--- config.mk ---
export PLATFORM = sky130hd
export DESIGN_NAME = z80_alu_top
export DESIGN_NICKNAME = d
export VERILOG_FILES = /design/src/common/z80_alu_pkg.sv /design/src/common/alu_stage_if.sv /design/src/design/alu_arith.sv /design/src/design/alu_shift.sv /design/src/design/alu_flags.sv /design/src/design/z80_alu_top.sv
export SDC_FILE = /design/constraint.sdc
export NUM_CORES = 1
export LEC_CHECK = 0
export ABC_AREA = 1
export BUFFER_PORTS_ARGS = -buffer_cell sky130_fd_sc_hd__buf_2
export CAP_MARGIN = 10
export CORE_ASPECT_RATIO = 1.2
export CORE_UTILIZATION = 40
export CTS_CLUSTER_DIAMETER = 40
export DETAILED_ROUTE_END_ITERATION = 6
export PLACE_DENSITY = 0.61
export SETUP_SLACK_MARGIN = 0.05
export SYNTH_ARGS = -nofsm -noshare
export SYNTH_HDL_FRONTEND = slang
export SYNTH_SLANG_ARGS = --single-unit
--- constraint.sdc ---
create_clock -name clk -period 2.6 [get_ports clk]
set_clock_uncertainty 0.05 [all_clocks]
set_input_delay 0.26 -clock clk [delete_from_list [all_inputs] [get_ports clk]]
set_output_delay 0.26 -clock clk [all_outputs]
set_load 0.01 [all_outputs]
--- src/common/z80_alu_pkg.sv ---
// ~~~~~~~~~~~~~~~~~~~~
// Z80 ALU shared definitions
// Opcodes, flag bit positions and the unit class test
// ~~~~~~~~~~~~~~~~~~~~
`default_nettype none

package z80_alu_pkg;

    // ~~~~~~~~~~~~~~~~~~~~
    // Operation codes
    // ~~~~~~~~~~~~~~~~~~~~
    // Arithmetic and logic group first, then the CB-page shifts
    typedef enum logic [3:0] {
        op_add = 4'd0,
        op_adc = 4'd1,
        op_sub = 4'd2,
        op_sbc = 4'd3,
        op_and = 4'd4,
        op_xor = 4'd5,
        op_or  = 4'd6,
        op_cp  = 4'd7,
        op_rlc = 4'd8,
        op_rrc = 4'd9,
        op_rl  = 4'd10,
        op_rr  = 4'd11,
        op_sla = 4'd12,
        op_sra = 4'd13,
        op_srl = 4'd14
    } alu_op_t;

    // ~~~~~~~~~~~~~~~~~~~~
    // Flag byte layout
    // ~~~~~~~~~~~~~~~~~~~~
    // Standard Z80 F register, bit 0 is carry
    localparam int unsigned flag_c  = 0;
    // Add/subtract, used by DAA on a full core
    localparam int unsigned flag_n  = 1;
    // Parity or overflow, chosen per operation
    localparam int unsigned flag_pv = 2;
    // Undocumented copy of bit 3
    localparam int unsigned flag_f3 = 3;
    // Half carry out of the low nibble
    localparam int unsigned flag_h  = 4;
    // Undocumented copy of bit 5
    localparam int unsigned flag_f5 = 5;
    localparam int unsigned flag_z  = 6;
    localparam int unsigned flag_s  = 7;

    // ~~~~~~~~~~~~~~~~~~~~
    // Unit class
    // ~~~~~~~~~~~~~~~~~~~~
    // True for the seven shift and rotate opcodes
    // Everything else belongs to the arithmetic unit
    function automatic logic is_shift_op(alu_op_t op);
        logic shift_class;
        case (op)
            op_rlc, op_rrc, op_rl, op_rr,
            op_sla, op_sra, op_srl: shift_class = 1'b1;
            default:                shift_class = 1'b0;
        endcase
        return shift_class;
    endfunction

endpackage

`default_nettype wire

--- src/common/alu_stage_if.sv ---
// ~~~~~~~~~~~~~~~~~~~~
// Stage-1 result bundle from one ALU unit to the flag stage
// ~~~~~~~~~~~~~~~~~~~~
`timescale 1ns/1ps
`default_nettype none

interface alu_stage_if;
    logic       valid;
    logic [7:0] res;
    logic       carry;
    logic       half;
    logic       ovf;
    // N flag as the unit sees it
    logic       sub;
    // Selects parity instead of overflow for P/V
    logic       logic_op;
    // Z and S sources, CP needs these apart from res
    logic       zero;
    logic       sign;
    // Undocumented bits 5 and 3
    logic       f5;
    logic       f3;

    // Producing unit drives the whole bundle
    modport unit (output valid, res, carry, half, ovf, sub, logic_op,
                  output zero, sign, f5, f3);
    // Flag stage only looks
    modport comb (input valid, res, carry, half, ovf, sub, logic_op,
                  input zero, sign, f5, f3);
endinterface

`default_nettype wire

--- src/design/alu_arith.sv ---
// ~~~~~~~~~~~~~~~~~~~~
// Arithmetic and logic unit, stage 1
// Add, subtract, logic and compare with carry, half carry, overflow
// ~~~~~~~~~~~~~~~~~~~~
`timescale 1ns/1ps
`default_nettype none

module alu_arith (
    input  logic                  clk,
    input  logic                  rst_n,
    input  logic                  op_valid,
    input  z80_alu_pkg::alu_op_t  alu_op,
    input  logic [7:0]            operand_a,
    input  logic [7:0]            operand_b,
    input  logic                  carry_in,
    alu_stage_if.unit             st
);
    import z80_alu_pkg::*;

    logic       take;
    logic       cin_eff;
    logic       is_sub;
    logic [8:0] sum9;
    logic [4:0] sum5;
    logic [7:0] res_d;
    logic       carry_d;
    logic       half_d;
    logic       ovf_d;
    logic       logic_d;

    // This unit owns every non-shift opcode
    assign take = op_valid && !is_shift_op(alu_op);

    // ~~~~~~~~~~~~~~~~~~~~
    // Adder and logic
    // ~~~~~~~~~~~~~~~~~~~~
    always_comb begin
        // Carry only enters ADC and SBC
        cin_eff = (alu_op == op_adc || alu_op == op_sbc) ? carry_in : 1'b0;
        is_sub  = (alu_op == op_sub || alu_op == op_sbc || alu_op == op_cp);
        if (is_sub) begin
            // Bit 8 and bit 4 come out as borrows
            sum9  = {1'b0, operand_a} - {1'b0, operand_b} - {8'd0, cin_eff};
            sum5  = {1'b0, operand_a[3:0]} - {1'b0, operand_b[3:0]} - {4'd0, cin_eff};
            // Signs differ and result sign flips away from A
            ovf_d = (operand_a[7] != operand_b[7]) && (sum9[7] != operand_a[7]);
        end else begin
            sum9  = {1'b0, operand_a} + {1'b0, operand_b} + {8'd0, cin_eff};
            sum5  = {1'b0, operand_a[3:0]} + {1'b0, operand_b[3:0]} + {4'd0, cin_eff};
            // Same signs in, other sign out
            ovf_d = (operand_a[7] == operand_b[7]) && (sum9[7] != operand_a[7]);
        end
        res_d   = sum9[7:0];
        carry_d = sum9[8];
        half_d  = sum5[4];
        logic_d = 1'b0;
        // Logic group overrides the adder, C always cleared
        case (alu_op)
            op_and: begin
                res_d   = operand_a & operand_b;
                carry_d = 1'b0;
                half_d  = 1'b1;
                logic_d = 1'b1;
            end
            op_xor: begin
                res_d   = operand_a ^ operand_b;
                carry_d = 1'b0;
                half_d  = 1'b0;
                logic_d = 1'b1;
            end
            op_or: begin
                res_d   = operand_a | operand_b;
                carry_d = 1'b0;
                half_d  = 1'b0;
                logic_d = 1'b1;
            end
            default: ;
        endcase
    end

    // ~~~~~~~~~~~~~~~~~~~~
    // Stage register
    // ~~~~~~~~~~~~~~~~~~~~
    always_ff @(posedge clk) begin
        if (!rst_n) st.valid <= 1'b0;
        else        st.valid <= take;
    end

    always_ff @(posedge clk) begin
        if (take) begin
            // CP hands back A, its flags still come from the difference
            st.res      <= (alu_op == op_cp) ? operand_a : res_d;
            st.carry    <= carry_d;
            st.half     <= half_d;
            st.ovf      <= ovf_d;
            st.sub      <= is_sub;
            st.logic_op <= logic_d;
            st.zero     <= (res_d == 8'd0);
            st.sign     <= res_d[7];
            // Compare copies bits 5 and 3 from the operand
            st.f5       <= (alu_op == op_cp) ? operand_b[flag_f5] : res_d[flag_f5];
            st.f3       <= (alu_op == op_cp) ? operand_b[flag_f3] : res_d[flag_f3];
        end
    end

endmodule

`default_nettype wire

--- src/design/alu_shift.sv ---
// ~~~~~~~~~~~~~~~~~~~~
// Shift and rotate unit, stage 1
// One-bit rotates and shifts with the shifted-out carry
// ~~~~~~~~~~~~~~~~~~~~
`timescale 1ns/1ps
`default_nettype none

module alu_shift (
    input  logic                  clk,
    input  logic                  rst_n,
    input  logic                  op_valid,
    input  z80_alu_pkg::alu_op_t  alu_op,
    input  logic [7:0]            operand_a,
    input  logic                  carry_in,
    alu_stage_if.unit             st
);
    import z80_alu_pkg::*;

    logic       take;
    logic [7:0] res_d;
    logic       carry_d;

    // Claims only the shift class
    assign take = op_valid && is_shift_op(alu_op);

    // ~~~~~~~~~~~~~~~~~~~~
    // Shifter
    // ~~~~~~~~~~~~~~~~~~~~
    always_comb begin
        // Left moves lose bit 7, right moves lose bit 0
        carry_d = operand_a[7];
        res_d   = operand_a;
        case (alu_op)
            // Rotate around, bit 7 wraps to bit 0
            op_rlc: res_d = {operand_a[6:0], operand_a[7]};
            op_rrc: begin
                res_d   = {operand_a[0], operand_a[7:1]};
                carry_d = operand_a[0];
            end
            // Rotate through the carry
            op_rl:  res_d = {operand_a[6:0], carry_in};
            op_rr: begin
                res_d   = {carry_in, operand_a[7:1]};
                carry_d = operand_a[0];
            end
            op_sla: res_d = {operand_a[6:0], 1'b0};
            // Arithmetic right keeps the sign
            op_sra: begin
                res_d   = {operand_a[7], operand_a[7:1]};
                carry_d = operand_a[0];
            end
            op_srl: begin
                res_d   = {1'b0, operand_a[7:1]};
                carry_d = operand_a[0];
            end
            default: ;
        endcase
    end

    // ~~~~~~~~~~~~~~~~~~~~
    // Stage register
    // ~~~~~~~~~~~~~~~~~~~~
    always_ff @(posedge clk) begin
        if (!rst_n) st.valid <= 1'b0;
        else        st.valid <= take;
    end

    always_ff @(posedge clk) begin
        if (take) begin
            st.res      <= res_d;
            st.carry    <= carry_d;
            // H and N always clear after a shift
            st.half     <= 1'b0;
            st.sub      <= 1'b0;
            st.ovf      <= 1'b0;
            // P/V shows parity
            st.logic_op <= 1'b1;
            st.zero     <= (res_d == 8'd0);
            st.sign     <= res_d[7];
            st.f5       <= res_d[flag_f5];
            st.f3       <= res_d[flag_f3];
        end
    end

endmodule

`default_nettype wire

--- src/design/alu_flags.sv ---
// ~~~~~~~~~~~~~~~~~~~~
// Flag stage, picks the valid unit result
// Builds the F byte and registers result, flags and valid
// ~~~~~~~~~~~~~~~~~~~~
`timescale 1ns/1ps
`default_nettype none

module alu_flags (
    input  logic        clk,
    input  logic        rst_n,
    alu_stage_if.comb   arith,
    alu_stage_if.comb   shift,
    output logic [7:0]  result,
    output logic [7:0]  flags,
    output logic        result_valid
);
    import z80_alu_pkg::*;

    logic       use_arith;
    logic       any_valid;
    logic [7:0] sel_res;
    logic       sel_logic;
    logic       sel_ovf;
    logic [7:0] flags_d;

    // An opcode has one class, so at most one side is valid
    assign use_arith = arith.valid;
    assign any_valid = arith.valid || shift.valid;

    // ~~~~~~~~~~~~~~~~~~~~
    // Flag byte
    // ~~~~~~~~~~~~~~~~~~~~
    always_comb begin
        sel_res   = use_arith ? arith.res      : shift.res;
        sel_logic = use_arith ? arith.logic_op : shift.logic_op;
        sel_ovf   = use_arith ? arith.ovf      : shift.ovf;

        flags_d = 8'd0;
        // S and Z come from the unit, CP sources them apart from res
        flags_d[flag_s]  = use_arith ? arith.sign  : shift.sign;
        flags_d[flag_z]  = use_arith ? arith.zero  : shift.zero;
        flags_d[flag_f5] = use_arith ? arith.f5    : shift.f5;
        flags_d[flag_h]  = use_arith ? arith.half  : shift.half;
        flags_d[flag_f3] = use_arith ? arith.f3    : shift.f3;
        // Even parity sets P/V for logic and shifts
        flags_d[flag_pv] = sel_logic ? ~^sel_res : sel_ovf;
        flags_d[flag_n]  = use_arith ? arith.sub   : shift.sub;
        flags_d[flag_c]  = use_arith ? arith.carry : shift.carry;
    end

    // ~~~~~~~~~~~~~~~~~~~~
    // Output register
    // ~~~~~~~~~~~~~~~~~~~~
    always_ff @(posedge clk) begin
        if (!rst_n) begin
            result       <= 8'd0;
            flags        <= 8'd0;
            result_valid <= 1'b0;
        end else begin
            // Strobe lasts one cycle per operation
            result_valid <= any_valid;
            // Idle cycles hold the last result
            if (any_valid) begin
                result <= sel_res;
                flags  <= flags_d;
            end
        end
    end

endmodule

`default_nettype wire

--- src/design/z80_alu_top.sv ---
// ~~~~~~~~~~~~~~~~~~~~
// Z80 ALU slice, top level
// Two parallel stage-1 units feeding one flag stage
// ~~~~~~~~~~~~~~~~~~~~
`timescale 1ns/1ps
`default_nettype none

module z80_alu_top (
    input  logic                  clk,
    input  logic                  rst_n,
    // One-cycle issue strobe, no handshake
    input  logic                  op_valid,
    input  z80_alu_pkg::alu_op_t  alu_op,
    input  logic [7:0]            operand_a,
    input  logic [7:0]            operand_b,
    input  logic                  carry_in,
    // Two cycles after the issue edge
    output logic [7:0]            result,
    output logic [7:0]            flags,
    output logic                  result_valid
);

    // ~~~~~~~~~~~~~~~~~~~~
    // Stage-1 bundles
    // ~~~~~~~~~~~~~~~~~~~~
    alu_stage_if arith_st ();
    alu_stage_if shift_st ();

    // ~~~~~~~~~~~~~~~~~~~~
    // Execution units
    // ~~~~~~~~~~~~~~~~~~~~
    // Both see every issue, each keeps its own class
    alu_arith alu_arith (
        .clk       (clk),
        .rst_n     (rst_n),
        .op_valid  (op_valid),
        .alu_op    (alu_op),
        .operand_a (operand_a),
        .operand_b (operand_b),
        .carry_in  (carry_in),
        .st        (arith_st.unit)
    );

    // Shifts only take A
    alu_shift alu_shift (
        .clk       (clk),
        .rst_n     (rst_n),
        .op_valid  (op_valid),
        .alu_op    (alu_op),
        .operand_a (operand_a),
        .carry_in  (carry_in),
        .st        (shift_st.unit)
    );

    // ~~~~~~~~~~~~~~~~~~~~
    // Flags and outputs
    // ~~~~~~~~~~~~~~~~~~~~
    alu_flags alu_flags (
        .clk          (clk),
        .rst_n        (rst_n),
        .arith        (arith_st.comb),
        .shift        (shift_st.comb),
        .result       (result),
        .flags        (flags),
        .result_valid (result_valid)
    );

endmodule

`default_nettype wire

==> qor.yml <==
outcome:
  outcome: "completed"
floorplanning:
  pin_count: 41
  dieHeight_um: 107
  die_w_um: 89.7
  initial_core_util_pct: 41.1
  core_area_um2: 8990
  row_count: 38
  die_area_um2: 9630
yosys:
  synth-seq-cells: 46
  synth_warnings: 0
  synth_fp_nets: 572
  synth_cells: 514
  yosysUniqueCellTypes: 39
  syn_avg_cell_area_um2: 7.19
  synth_area_um2: 3690
  synth_seq_area_share_pct: 32.2
power_and_ir_drop:
  internal_power_mw: 1.28
  p_leak_nw: 2.19
  power.switching_uw: 674
  p_per_area_nw_per_um2: 463
  swShare_pct: 34.5
  power_frac_comb_pct: 32.9
  ir_drop_uv: 230
  power_frac_seq_pct: 44.4
  clkPwrFrac_pct: 22.7
finish:
  areaGrowthSynthToFinish_pct: 14.2
  fin_nets: 630
  diodes: 0
  drive_gt1_share_pct: 15.7
  layout_commonest_cell: "nand2_1"
  layout_common_cells: "nand2_1, inv_1, buf_2"
  stdcell_count: 693
sta:
  timing.hold.ws_ps: 190
  min_period_ps: 2340
  worst_pin_slew_ps: 487
  setup_viol: 0
  hold_viol: 0
  slew_violations: 0
  relSlewSlack_pct: 67.2
  max_freq_ghz: 0.428
  fin_crit_sh_pct: 89.8
  rsz0062_at_grt: "no"
min_path:
  min_path_type: "in2reg"
placement:
  dp_hpwl_mm: 7.43
  dp.cells: 685
  gp_congestion: 0.955
  portBuffers: 40
clock_tree:
  cts_resized: 0
  insertion_delay_ps: 310
  cts_sinks: 46
  htree_levels: 2
  cts_setup_buffers: 0
  tritoncts: "yes"
  clockBufferDepth: 2
  root_buffer: "clkbuf_8"
  cts_made_buffers: 5
  cts-hold-fix-buffers: 0
  clk_pin_slew_ps: 90
setup_path:
  worst-path-buf-inv: 5
  critical_path.slowest_cell: "fa_1"
  cp.arrival_ps: 2360
  critPathTopFamily: "simple AND/OR/NAND/NOR gates"
  cp_max_fo: 3
  cp_common_cell: "nand2_1"
  cpPeakStageDelay_ps: 530
  start_kind: "primary input"
  setup.worst_path.class: "in2reg"
  regToRegSetupSlack_ps: 980
  crit_chain: "buf_2 > inv_2 > nand2_1 > nor3_2 > inv_1 > fa_1 > inv_1 > ha_1 > inv_1 > nand2_1 > nand2_1 > nand2_1 > nand2_1 > nand2_1 > nand2_1 > nand3_1 > nand3_1 > nand2_1 > nand2_1 > nor2_1"
  required_ps: 2630
  end_kind: "flip-flop"
drt:
  ant_nets: 0
  routed_via_density: 4.85
  via_count: 3359
  drt_iter0_drc: 158
  post-route-drc-count: 0
  first_pass_iters: 4
  postRouteWirelength_mm: 8.90
  wire_per_inst_um: 12.8
grt:
  antenna_found_initial: 0
  gr-total-overflow: 0
  grt_pass1_vias: 3278
  grtUsageTotal_pct: 19.7
  grt_max_degree: 18
  grt_pass1_wl_mm: 15.1
run:
  drv_cap: 0
==> stage by stage <==
step | TNS, ps | util, % | instance area (um^2) | power (mW) | worst slack, ps
final | 0 | 47.0 | 4220 | 1.95 | 265
after global routing | 0 | 47.0 | 4220 | 2.09 | 61.3
after CTS | 0 | 46.9 | 4210 | 1.96 | 168
after detailed placement | -505 | 45.9 | 4120 | 1.53 | -147
after global placement | -227 | 45.9 | 4120 | 1.52 | -86.3
after floorplan | 0 | - | 3690 | 1.33 | 207
==> kinds of logic after synthesis <==
group | count (synthesis) | synth area share (%)
AO/OA/AOI/OAI | 81 | 13.8
adder cells (fa/ha/maj) | 34 | 12.3
XOR/XNOR | 7 | 1.66
AND/OR/NAND/NOR | 244 | 28.5
flip-flops | 46 | 32.2
buffers and inverters | 102 | 11.5
==> worst register-to-register path, cell delays in order (launching register included) <==
cell and delay [ps]:
dfxtp_1 360, buf_4 200, o21ai_0 280, inv_1 70, nand2_1 90, nand2_1 50, o21ai_0 60, nand2_1 80
nand2_1 60, nand2_1 50, o21bai_1 120, nand2_1 60
==> routing by layer <==
metal | track usage (%) | share of wire [%] | up-vias
met5 | 0 | 0 | -
li1 | - | - | 1778
met3 | 1.91 | 2.7 | 18
met4 | 9.25 | 3.2 | 0
met2 | 37.9 | 52 | 69
met1 | 21.8 | 42 | 1494
==> power by group through the flow <==
stage / clock (mW) / sequential (mW) / combinational (mW)
floorplan: 0 / 0.888 / 0.444
global placement: 0 / 0.884 / 0.632
detailed placement: 0 / 0.885 / 0.641
CTS: 0.451 / 0.868 / 0.643
global route: 0.478 / 0.875 / 0.735
finish: 0.443 / 0.868 / 0.643
==> registers in the layout, summed over array words and instances, names as in the netlist, 8 cells and up <==
register          flops
alu_arith.st.res      8
alu_flags.flags       8
alu_flags.result      8
alu_shift.st.res      8
==> cell type report <==
class | count | area (um^2)
Clock buffer | 5 | 68.8
Clock inverter | 3 | 22.5
Fill cell | 936 | 4770
Inverter | 93 | 352
Multi-Input combinational cell | 366 | 2080
Sequential cell | 46 | 1190
Tap cell | 120 | 150
Timing Repair Buffer | 60 | 350
==> final timing paths <==
kind | start | end | depth (start not counted)
worst max-delay path | alu_op[2] | alu_arith.st.zero | 20
worst min-delay path | rst_n | alu_flags.flags[5] | 3
worst min register to register | alu_flags.result[7] | alu_flags.result[7] | 2
worst max register to register | alu_arith.st.valid | alu_flags.flags[2] | 11
==> synthesized netlist by cell type <==
cell type / instances / area share (%)
nand2_1: 154 / 16
inv_1: 87 / 8.8
nand3_1: 38 / 5.1
ha_1: 30 / 10
nor2_1: 29 / 2.9
edfxtp_1: 27 / 22
o21ai_0: 26 / 3.5
a21oi_1: 20 / 2.7
dfxtp_1: 19 / 10
o211ai_1: 12 / 2.4
inv_2: 5 / 0.51
nor3_1: 5 / 0.68
buf_2: 4 / 0.54
fa_1: 4 / 2.2
nand2_4: 4 / 1.2
nand4_1: 4 / 0.68
o21ai_1: 4 / 0.54
o22ai_1: 4 / 0.68
xor2_1: 4 / 0.95
a22o_1: 3 / 0.71
buf_6: 3 / 0.91
nand3b_1: 3 / 0.61
nor2_4: 3 / 0.91
xnor2_1: 3 / 0.71
a32o_1: 2 / 0.54
nand2_2: 2 / 0.34
o21ai_2: 2 / 0.47
o221ai_1: 2 / 0.47
a22oi_1: 1 / 0.20
and2_1: 1 / 0.17
buf_8: 1 / 0.41
clkbuf_1: 1 / 0.10
inv_4: 1 / 0.17
nor2_2: 1 / 0.17
o211ai_2: 1 / 0.34
o21a_1: 1 / 0.20
o21bai_1: 1 / 0.20
o221ai_2: 1 / 0.41
o22ai_2: 1 / 0.34
Note: power is estimated with default switching activity, not from simulation.
